<file path="config.mk">
export PLATFORM = sky130hd
export DESIGN_NAME = mpf_shim_top
export DESIGN_NICKNAME = d
export VERILOG_FILES = /design/src/logic/mpf_pkg.sv /design/src/logic/mpf_shim_top.sv /design/src/logic/mpf_req_forward.sv /design/src/logic/mpf_shim_cfg_regs.sv /design/src/logic/mpf_shim_buffer_afu.sv /design/src/logic/mpf_req_fifo.sv
export VERILOG_INCLUDE_DIRS = /design/src /design/src/logic
export SDC_FILE = /design/constraint.sdc
export NUM_CORES = 1
export LEC_CHECK = 0
export BUFFER_PORTS_ARGS = -buffer_cell sky130_fd_sc_hd__buf_2
export CAP_MARGIN = 10
export CORE_MARGIN = 2
export CORE_UTILIZATION = 63
export DETAILED_ROUTE_END_ITERATION = 12
export PLACE_DENSITY = 0.85
export SYNTH_ARGS = -nofsm -noshare
export SYNTH_HDL_FRONTEND = slang
export SYNTH_SLANG_ARGS = --single-unit
</file>
<file path="constraint.sdc">
create_clock -name clk -period 26.4 [get_ports clk]
set_input_delay 3.96 -clock clk [delete_from_list [all_inputs] [get_ports clk]]
set_output_delay 3.96 -clock clk [all_outputs]
set_load 0.01 [all_outputs]
</file>
<file path="src/logic/mpf_defs.svh">
// ========================================================================
// Size macros shared by the memory-properties request shim
// Line address, data and tag widths, buffer depth and almost-full slack
// ========================================================================

`ifndef MPF_DEFS_SVH
`define MPF_DEFS_SVH

// Width of a cache line address on both request channels
`define MPF_ADDR_BITS 32

// Width of write data and of read response data
`define MPF_DATA_BITS 64

// Width of the tag that comes back with every response
`define MPF_MDATA_BITS 8

// Almost-full rises once this many slots or fewer remain free
`define MPF_ALMOST_FULL_THRESHOLD 4

// Default buffer depth, two slots beyond the in-flight slack
`define MPF_BUF_ENTRIES (`MPF_ALMOST_FULL_THRESHOLD + 2)

`endif
</file>
<file path="src/logic/mpf_pkg.sv">
// ========================================================================
// Packed struct types for requests, responses and shim configuration
// ========================================================================

`include "mpf_defs.svh"

package mpf_pkg;

    // ====================================================================
    // Request payloads
    // ====================================================================

    // Read header, the only payload a read request carries
    typedef struct packed {
        logic [`MPF_ADDR_BITS-1:0]  addr;
        logic [`MPF_MDATA_BITS-1:0] mdata;
    } t_rd_hdr;

    // Write request with its line of data
    typedef struct packed {
        logic [`MPF_ADDR_BITS-1:0]  addr;
        logic [`MPF_MDATA_BITS-1:0] mdata;
        logic [`MPF_DATA_BITS-1:0]  data;
    } t_wr_req;

    // ====================================================================
    // Channel wires
    // ====================================================================

    // Channel 0 carries reads, qualified by a single strobe
    typedef struct packed {
        logic    rd_valid;
        t_rd_hdr hdr;
    } t_c0_tx;

    // Channel 1 carries writes
    typedef struct packed {
        logic    wr_valid;
        t_wr_req req;
    } t_c1_tx;

    // Read response returns the tag with the line data
    typedef struct packed {
        logic                       valid;
        logic [`MPF_MDATA_BITS-1:0] mdata;
        logic [`MPF_DATA_BITS-1:0]  data;
    } t_c0_rx;

    // Write response is only the tag
    typedef struct packed {
        logic                       valid;
        logic [`MPF_MDATA_BITS-1:0] mdata;
    } t_c1_rx;

    // ====================================================================
    // Configuration
    // ====================================================================

    // Base added to every forwarded address, plus a hold bit per channel
    typedef struct packed {
        logic [`MPF_ADDR_BITS-1:0] addr_base;
        logic                      pause_c0;
        logic                      pause_c1;
    } t_shim_cfg;

endpackage

</file>
<file path="src/logic/mpf_shim_top.sv">
// ========================================================================
// Top of the request shim with buffer, configuration and forwarder
// ========================================================================

`include "mpf_defs.svh"

module mpf_shim_top
#(
    parameter bit ENABLE_C0_BYPASS = 1'b0
)
(
    input  logic                      clk,
    input  logic                      arst_n,
    input  logic                      cfg_wr_en,
    input  logic                      cfg_addr,
    input  logic [`MPF_ADDR_BITS-1:0] cfg_wr_data,
    input  mpf_pkg::t_c0_tx           afu_c0_tx,
    input  mpf_pkg::t_c1_tx           afu_c1_tx,
    output logic                      afu_c0_alm_full,
    output logic                      afu_c1_alm_full,
    output mpf_pkg::t_c0_rx           afu_c0_rx,
    output mpf_pkg::t_c1_rx           afu_c1_rx,
    output mpf_pkg::t_c0_tx           host_c0_tx,
    output mpf_pkg::t_c1_tx           host_c1_tx,
    input  logic                      host_c0_alm_full,
    input  logic                      host_c1_alm_full,
    input  mpf_pkg::t_c0_rx           host_c0_rx,
    input  mpf_pkg::t_c1_rx           host_c1_rx
);

    import mpf_pkg::*;

    t_c0_tx    buf_c0_tx;
    t_c1_tx    buf_c1_tx;
    logic      deq_c0;
    logic      deq_c1;
    t_shim_cfg cfg;

    // Responses come back with no flow control, so they go straight through
    assign afu_c0_rx = host_c0_rx;
    assign afu_c1_rx = host_c1_rx;

    mpf_shim_buffer_afu
    #(
        .ENABLE_C0_BYPASS (ENABLE_C0_BYPASS)
    )
    u_buffer
    (
        .clk         (clk),
        .arst_n      (arst_n),
        .afu_c0_tx   (afu_c0_tx),
        .afu_c1_tx   (afu_c1_tx),
        .deq_c0      (deq_c0),
        .deq_c1      (deq_c1),
        .buf_c0_tx   (buf_c0_tx),
        .buf_c1_tx   (buf_c1_tx),
        .c0_alm_full (afu_c0_alm_full),
        .c1_alm_full (afu_c1_alm_full)
    );

    mpf_shim_cfg_regs u_cfg_regs
    (
        .clk         (clk),
        .arst_n      (arst_n),
        .cfg_wr_en   (cfg_wr_en),
        .cfg_addr    (cfg_addr),
        .cfg_wr_data (cfg_wr_data),
        .cfg         (cfg)
    );

    mpf_req_forward u_forward
    (
        .clk              (clk),
        .arst_n           (arst_n),
        .cfg              (cfg),
        .buf_c0_tx        (buf_c0_tx),
        .buf_c1_tx        (buf_c1_tx),
        .host_c0_alm_full (host_c0_alm_full),
        .host_c1_alm_full (host_c1_alm_full),
        .deq_c0           (deq_c0),
        .deq_c1           (deq_c1),
        .host_c0_tx       (host_c0_tx),
        .host_c1_tx       (host_c1_tx)
    );

endmodule

</file>
<file path="src/logic/mpf_req_forward.sv">
// ========================================================================
// Forwarder from the AFU buffers to the host port
// Dequeue under back-pressure and pause, address rebase, one register stage
// ========================================================================

module mpf_req_forward
(
    input  logic               clk,
    input  logic               arst_n,
    input  mpf_pkg::t_shim_cfg cfg,
    input  mpf_pkg::t_c0_tx    buf_c0_tx,
    input  mpf_pkg::t_c1_tx    buf_c1_tx,
    input  logic               host_c0_alm_full,
    input  logic               host_c1_alm_full,
    output logic               deq_c0,
    output logic               deq_c1,
    output mpf_pkg::t_c0_tx    host_c0_tx,
    output mpf_pkg::t_c1_tx    host_c1_tx
);

    import mpf_pkg::*;

    // ====================================================================
    // Dequeue decision
    // ====================================================================

    // The host accepts everything it is given, so its almost-full level
    // and the pause bit are the only things that hold a request back
    assign deq_c0 = buf_c0_tx.rd_valid && !host_c0_alm_full && !cfg.pause_c0;
    assign deq_c1 = buf_c1_tx.wr_valid && !host_c1_alm_full && !cfg.pause_c1;

    // ====================================================================
    // Host register stage
    // ====================================================================

    // Payload is loaded on a dequeue and is meaningful only while valid is set
    always_ff @(posedge clk or negedge arst_n)
    begin
        if (!arst_n)
        begin
            host_c0_tx <= '0;
            host_c1_tx <= '0;
        end
        else
        begin
            host_c0_tx.rd_valid <= deq_c0;
            host_c1_tx.wr_valid <= deq_c1;
            if (deq_c0)
            begin
                host_c0_tx.hdr.addr  <= buf_c0_tx.hdr.addr + cfg.addr_base;
                host_c0_tx.hdr.mdata <= buf_c0_tx.hdr.mdata;
            end
            if (deq_c1)
            begin
                host_c1_tx.req.addr  <= buf_c1_tx.req.addr + cfg.addr_base;
                host_c1_tx.req.mdata <= buf_c1_tx.req.mdata;
                host_c1_tx.req.data  <= buf_c1_tx.req.data;
            end
        end
    end

    // Only a request that is really at the head may be consumed
    a_deq_needs_head: assert property (
        @(posedge clk) disable iff (!arst_n)
        (deq_c0 |-> buf_c0_tx.rd_valid) and (deq_c1 |-> buf_c1_tx.wr_valid)
    ) else $error("dequeue without a valid buffered request");

    // The buffer must hold a head that was not taken, bypass included
    a_c0_head_held: assert property (
        @(posedge clk) disable iff (!arst_n)
        buf_c0_tx.rd_valid && !deq_c0 |=> buf_c0_tx.rd_valid && $stable(buf_c0_tx.hdr)
    ) else $error("read request left the buffer without a dequeue");

    a_c1_head_held: assert property (
        @(posedge clk) disable iff (!arst_n)
        buf_c1_tx.wr_valid && !deq_c1 |=> buf_c1_tx.wr_valid && $stable(buf_c1_tx.req)
    ) else $error("write request left the buffer without a dequeue");

endmodule

</file>
<file path="src/logic/mpf_shim_cfg_regs.sv">
// ========================================================================
// Write-only configuration registers for address base and pause bits
// ========================================================================

`include "mpf_defs.svh"

module mpf_shim_cfg_regs
(
    input  logic                      clk,
    input  logic                      arst_n,
    input  logic                      cfg_wr_en,
    input  logic                      cfg_addr,
    input  logic [`MPF_ADDR_BITS-1:0] cfg_wr_data,
    output mpf_pkg::t_shim_cfg        cfg
);

    import mpf_pkg::*;

    logic [`MPF_ADDR_BITS-1:0] addr_base_q;
    // Bit 0 holds channel 0, bit 1 holds channel 1
    logic [1:0]                pause_q;

    // Address 0 is the base, address 1 the pause word
    always_ff @(posedge clk or negedge arst_n)
    begin
        if (!arst_n)
        begin
            addr_base_q <= '0;
            pause_q     <= '0;
        end
        else if (cfg_wr_en)
        begin
            if (!cfg_addr)
                addr_base_q <= cfg_wr_data;
            else
                pause_q <= cfg_wr_data[1:0];
        end
    end

    always_comb
    begin
        cfg.addr_base = addr_base_q;
        cfg.pause_c0  = pause_q[0];
        cfg.pause_c1  = pause_q[1];
    end

    // A write with undriven address or data would corrupt the live setup
    a_cfg_known: assert property (
        @(posedge clk) disable iff (!arst_n)
        cfg_wr_en |-> !$isunknown({cfg_addr, cfg_wr_data})
    ) else $error("configuration write with unknown address or data");

endmodule

</file>
<file path="src/logic/mpf_shim_buffer_afu.sv">
// ========================================================================
// AFU-side request buffers for reads and writes with explicit dequeue
// Optional same-cycle bypass of the read buffer when it is empty
// ========================================================================

`include "mpf_defs.svh"

module mpf_shim_buffer_afu
#(
    parameter bit ENABLE_C0_BYPASS = 1'b0
)
(
    input  logic            clk,
    input  logic            arst_n,
    input  mpf_pkg::t_c0_tx afu_c0_tx,
    input  mpf_pkg::t_c1_tx afu_c1_tx,
    input  logic            deq_c0,
    input  logic            deq_c1,
    output mpf_pkg::t_c0_tx buf_c0_tx,
    output mpf_pkg::t_c1_tx buf_c1_tx,
    output logic            c0_alm_full,
    output logic            c1_alm_full
);

    import mpf_pkg::*;

    // Requests wait here until the forwarder takes them, so the rest of
    // the shim is free of any fixed latency toward the AFU

    // ====================================================================
    // Channel 0, reads
    // ====================================================================

    t_rd_hdr c0_first;
    logic    c0_not_empty;
    logic    c0_enq;
    logic    c0_deq;

    generate
        if (ENABLE_C0_BYPASS)
        begin : g_c0_bypass
            always_comb
            begin
                // An empty FIFO shows the incoming request directly
                if (c0_not_empty)
                begin
                    buf_c0_tx.rd_valid = 1'b1;
                    buf_c0_tx.hdr      = c0_first;
                end
                else
                begin
                    buf_c0_tx = afu_c0_tx;
                end

                // Store the request only when it was not taken on the spot
                c0_enq = afu_c0_tx.rd_valid && (c0_not_empty || !deq_c0);
                c0_deq = deq_c0 && c0_not_empty;
            end
        end
        else
        begin : g_c0_fifo_only
            always_comb
            begin
                // Every read goes through the FIFO
                buf_c0_tx.rd_valid = c0_not_empty;
                buf_c0_tx.hdr      = c0_first;
                c0_enq             = afu_c0_tx.rd_valid;
                c0_deq             = deq_c0;
            end
        end
    endgenerate

    mpf_req_fifo
    #(
        .T_DATA    (t_rd_hdr),
        .N_ENTRIES (`MPF_BUF_ENTRIES),
        .THRESHOLD (`MPF_ALMOST_FULL_THRESHOLD)
    )
    u_c0_fifo
    (
        .clk         (clk),
        .arst_n      (arst_n),
        .enq_data    (afu_c0_tx.hdr),
        .enq_en      (c0_enq),
        .deq_en      (c0_deq),
        .first       (c0_first),
        .not_empty   (c0_not_empty),
        .almost_full (c0_alm_full)
    );

    // ====================================================================
    // Channel 1, writes
    // ====================================================================

    t_wr_req c1_first;
    logic    c1_not_empty;

    // No bypass here, the mux on the full write payload is not worth it
    always_comb
    begin
        buf_c1_tx.wr_valid = c1_not_empty;
        buf_c1_tx.req      = c1_first;
    end

    mpf_req_fifo
    #(
        .T_DATA    (t_wr_req),
        .N_ENTRIES (`MPF_BUF_ENTRIES),
        .THRESHOLD (`MPF_ALMOST_FULL_THRESHOLD)
    )
    u_c1_fifo
    (
        .clk         (clk),
        .arst_n      (arst_n),
        .enq_data    (afu_c1_tx.req),
        .enq_en      (afu_c1_tx.wr_valid),
        .deq_en      (deq_c1),
        .first       (c1_first),
        .not_empty   (c1_not_empty),
        .almost_full (c1_alm_full)
    );

endmodule

</file>
<file path="src/logic/mpf_req_fifo.sv">
// ========================================================================
// Request FIFO with a payload type parameter and registered almost-full
// ========================================================================

`include "mpf_defs.svh"

module mpf_req_fifo
#(
    parameter type T_DATA    = logic,
    parameter int  N_ENTRIES = `MPF_BUF_ENTRIES,
    parameter int  THRESHOLD = `MPF_ALMOST_FULL_THRESHOLD
)
(
    input  logic  clk,
    input  logic  arst_n,
    input  T_DATA enq_data,
    input  logic  enq_en,
    input  logic  deq_en,
    output T_DATA first,
    output logic  not_empty,
    output logic  almost_full
);

    localparam int PTR_BITS = (N_ENTRIES > 1) ? $clog2(N_ENTRIES) : 1;
    localparam int CNT_BITS = $clog2(N_ENTRIES + 1);

    // Storage is payload only, the occupancy counter says what is live
    T_DATA               mem [N_ENTRIES];
    logic [PTR_BITS-1:0] wr_ptr;
    logic [PTR_BITS-1:0] rd_ptr;
    logic [CNT_BITS-1:0] count;
    logic [CNT_BITS-1:0] count_next;

    // Pointers wrap at the depth, which need not be a power of two
    function automatic logic [PTR_BITS-1:0] ptr_inc(input logic [PTR_BITS-1:0] ptr);
        logic [PTR_BITS-1:0] nxt;
        nxt = (ptr == PTR_BITS'(N_ENTRIES - 1)) ? '0 : ptr + 1'b1;
        return nxt;
    endfunction

    always_comb
    begin
        case ({enq_en, deq_en})
            2'b10:   count_next = count + 1'b1;
            2'b01:   count_next = count - 1'b1;
            default: count_next = count;
        endcase
    end

    always_ff @(posedge clk or negedge arst_n)
    begin
        if (!arst_n)
        begin
            wr_ptr      <= '0;
            rd_ptr      <= '0;
            count       <= '0;
            almost_full <= (N_ENTRIES <= THRESHOLD);
        end
        else
        begin
            if (enq_en)
                wr_ptr <= ptr_inc(wr_ptr);
            if (deq_en)
                rd_ptr <= ptr_inc(rd_ptr);
            count <= count_next;
            // Looking at the next count lets the level move on the same edge
            // as the occupancy, so the AFU sees it one cycle after the request
            almost_full <= (N_ENTRIES - int'(count_next)) <= THRESHOLD;
        end
    end

    always_ff @(posedge clk)
    begin
        if (enq_en)
            mem[wr_ptr] <= enq_data;
    end

    // Head is read straight out of storage
    assign first     = mem[rd_ptr];
    assign not_empty = (count != '0);

    // A full FIFO may only take a new entry while the head leaves
    a_no_enq_when_full: assert property (
        @(posedge clk) disable iff (!arst_n)
        enq_en |-> (int'(count) < N_ENTRIES) || deq_en
    ) else $error("enqueue into a full request FIFO");

    a_no_deq_when_empty: assert property (
        @(posedge clk) disable iff (!arst_n)
        deq_en |-> not_empty
    ) else $error("dequeue from an empty request FIFO");

endmodule

</file>
==> flow_metrics.py <==
metrics = {
    "global_route": {
        "gr-total-overflow": 0,
        "antenna_found_initial": 25,
        "grt_pass1_vias": 25464,
        "grt_pass1_wl_mm": 150.8,
        "grt_start_max_net_pins": 114,
        "grt_usage_pct": 28.06,
    },
    "clock_tree": {
        "cts_resized": 0,
        "clock_sinks": 1064,
        "htreeDepth": 3,
        "cts_setup_buffers": 0,
        "cts_made_buffers": 102,
        "clk_latency_ns": 0.66,
        "clockBufferDepth": 3,
        "tritoncts": "built",
        "clk_pin_slew_ns": 0.06,
        "cts-root-buf": "clkbuf_16",
        "hold_buffers": 0,
    },
    "yosys": {
        "synth_top_area_share_pct": 59.17,
        "ys.flop_type": "edfxtp_1",
        "netlist_area_mm2": 0.04385,
        "ys_types": 74,
        "synthTopCellsByArea": "edfxtp_1 59%, dfrtp_1 11%, mux4_2 7.4%",
        "synth.net_count": 3091,
        "seq_area_frac_synth_pct": 70.58,
        "synth_edf_count": 864,
        "synth_cells": 2757,
        "yosysWarningCount": 0,
        "avgSynthCellArea_um2": 15.90,
        "synthArstFlopShare_pct": 18.80,
        "ys_ff_latch": 1064,
        "synth_top_cell_by_area": "edfxtp_1",
    },
    "power_and_ir_drop": {
        "comb_power_share_pct": 35.3,
        "power_w": 0.006030,
        "p_clk_share_pct": 24.6,
        "sw_frac_of_total_pct": 35.08,
        "power_leakage_nw": 18.21,
        "power_frac_seq_pct": 40.1,
        "p_sw_w": 0.002116,
        "p_per_area_mw_per_mm2": 122.3,
        "vdd_drop_max_uv": 115.6,
        "internal_power_w": 0.003914,
    },
    "setup_path": {
        "path_depth": 0,
        "cp-start-kind": "primary input",
        "r2r_end": "u_forward.host_c0_tx[32]",
        "worstPathMaxFanout": 1,
        "cp.required_ns": 22.44,
        "crit_path_end_kind": "primary output",
        "worst-r2r-setup-slack_ns": 21.23,
        "worstPathArrival_ns": 3.96,
        "worstReg2RegStart": "u_buffer.u_c0_fifo.rd_ptr[0]",
        "criticalPathCategory": "in2out",
        "rr_worst_depth": 12,
    },
    "detailed_routing": {
        "drt_iter0_drc": 2273,
        "firstDrtPassIters": 5,
        "drt-total-wl_mm": 101.0,
        "post_drt_wl_per_cell_um": 25.06,
        "antenna_left": 0,
        "vias": 25065,
        "vias_per_cell": 6.220,
        "drc": 0,
    },
    "min_path": {
        "hold_end": "u_forward.host_c0_tx[8]",
        "min_path_type": "reg2reg",
        "whs_path_depth": 2,
        "hp-start": "u_forward.host_c0_tx[8]",
    },
    "finish": {
        "fin_cells": 4030,
        "post-route-util_pct": 71.78,
        "layout-drive-gt1-share_pct": 24.06,
        "area_delta_synth_final_pct": 12.47,
        "fillers": 4220,
        "nets": 3329,
    },
    "timing": {
        "tightest_slew_ns": 1.085,
        "finalHoldViolations": 0,
        "finalSetupTns_ns": 0,
        "maxSlewHeadroom_pct": 27.53,
        "fmax_ghz": 0.1263,
        "min_period_ns": 7.921,
        "slew_viol_final": 0,
        "final.setup.worst_slack_ns": 18.48,
        "period_share_pct": 30.00,
        "rsz0062_at_grt": "false",
        "setup_viol": 0,
        "finClkSkew_ns": 0.02274,
    },
    "place": {
        "dp_hpwl_mm": 61.02,
        "gp_congestion": 0.9256,
        "dp_cells": 3822,
        "dp_slack_ns": 18.48,
        "port_buffers": 331,
    },
    "run_status": {
        "status": "finished, final reports clean",
    },
    "die": {
        "die_h_um": 267.8,
        "core_area_mm2": 0.06871,
        "die_width_um": 267.8,
        "dieArea_mm2": 0.07173,
        "initial_core_util_pct": 63.82,
        "row_count": 96,
        "io_pins": 496,
    },
    "run": {
        "drv_cap": 0,
    },
}
## final cells by class
| cell class | count | area (um2) | area share, % |
|---|---|---|---|
| tap | 931 | 1165 | 2.362 |
| antenna | 15 | 37.54 | 0.07611 |
| inverter | 20 | 75.07 | 0.1522 |
| multi-input combinational | 1446 | 11680 | 23.68 |
| clock inverter | 48 | 613.1 | 1.243 |
| sequential | 1064 | 30970 | 62.79 |
| timing repair buffer | 361 | 1917 | 3.887 |
| clock buffer | 145 | 2865 | 5.810 |
## flip-flops by register name, indices dropped and copies added, names as in the netlist
signal / flops
u_forward.host_c1_tx: 105
u_forward.host_c0_tx: 41
u_buffer.u_c1_fifo.almost_full: 1
u_cfg_regs.pause_q: 2
u_buffer.u_c0_fifo.rd_ptr: 3
u_buffer.u_c1_fifo.rd_ptr: 3
u_buffer.u_c1_fifo.wr_ptr: 3
u_buffer.u_c0_fifo.wr_ptr: 3
u_buffer.u_c0_fifo.almost_full: 1
u_buffer.u_c1_fifo.count: 3
u_buffer.u_c0_fifo.count: 3
u_buffer.u_c0_fifo.mem: 240
u_cfg_regs.addr_base_q: 32
u_buffer.u_c1_fifo.mem: 624
## Yosys cell counts, types with 8 or more instances
cell type	n
edfxtp_1	864
nand2_1	271
o21ai_0	221
dfrtp_1	200
mux2i_1	148
mux4_2	144
a21oi_1	130
nor2_1	94
buf_4	82
clkbuf_1	82
ha_1	64
buf_2	47
a21o_1	39
mux2_2	35
nor3_1	29
xnor2_1	24
nand3_1	23
nand4_1	22
xor2_1	21
inv_1	20
buf_1	15
o21a_1	15
o21bai_1	11
and3_1	10
a211oi_1	9
or3_1	9
o21ai_1	8
## metrics by stage
step                      area (um2)  hold slack, ns
after global placement         45800          0.4558
after detailed placement       45800          0.4660
after floorplan                43850          0.4528
after CTS                      49280          0.4805
final                          49320          0.4805
after global routing           49300          0.5001
## worst max path at each step
stage / startpoint / end / slack, ns
2_1_floorplan: afu_c1_tx[104] / u_buffer.u_c1_fifo.mem[0][0] / 11.78
3_3_place_gp: host_c0_rx[12] / afu_c0_rx[12] / 18.48
3_5_place_dp: host_c0_rx[12] / afu_c0_rx[12] / 18.48
4_1_cts: host_c0_rx[12] / afu_c0_rx[12] / 18.48
5_1_grt: host_c0_rx[12] / afu_c0_rx[12] / 18.48
6_report: host_c0_rx[12] / afu_c0_rx[12] / 18.48
## routing by layer
| layer | track usage [%] | share of wire [%] | up-vias |
|---|---|---|---|
| met5 | 0.1351 | 0.16 | - |
| met4 | 8.893 | 2.7 | 26 |
| met3 | 6.918 | 8.6 | 189 |
| met2 | 47.61 | 51 | 1112 |
| met1 | 36.04 | 38 | 12732 |
| li1 | - | - | 11006 |
## placed cells by master (no fill, tap or decap), drive strengths merged, types with 12 or more instances in the layout
cell    netlist  final
nand3        23     23
mux2i       148    148
a21o         40     40
nor2         94     94
clkbuf       82    145
dfrtp       200    200
o21a         16     16
ha           64     64
a21oi       133    133
nor3         30     30
xor2         21     21
inv          20     22
buf         144    361
clkinv        0     30
o21ai       230    230
and3         12     12
nand4        22     22
edfxtp      864    864
mux2         35     35
xnor2        24     24
mux4        144    144
nand2       271    271
diode         0     15
## power by group through the flow
stage	combinational, W	sequential [W]	clock (W)
6_report	0.00213	0.00242	0.00149
3_5_place_dp	0.00210	0.00244	0
3_3_place_gp	0.00203	0.00241	0
4_1_cts	0.00212	0.00242	0.00151
2_1_floorplan	0.00152	0.00240	0
5_1_grt	0.00231	0.00245	0.00157
## kinds of logic after synthesis
| group | synth area share, % |
|---|---|
| XOR/XNOR | 0.8988 |
| AO/OA/AOI/OAI | 6.865 |
| buffers and inverters | 2.970 |
| adder cells (fa/ha/maj) | 2.009 |
| AND/OR/NAND/NOR | 4.999 |
| multiplexers | 11.67 |
| flip-flops | 70.58 |
Power figures use the tool's default switching activity.
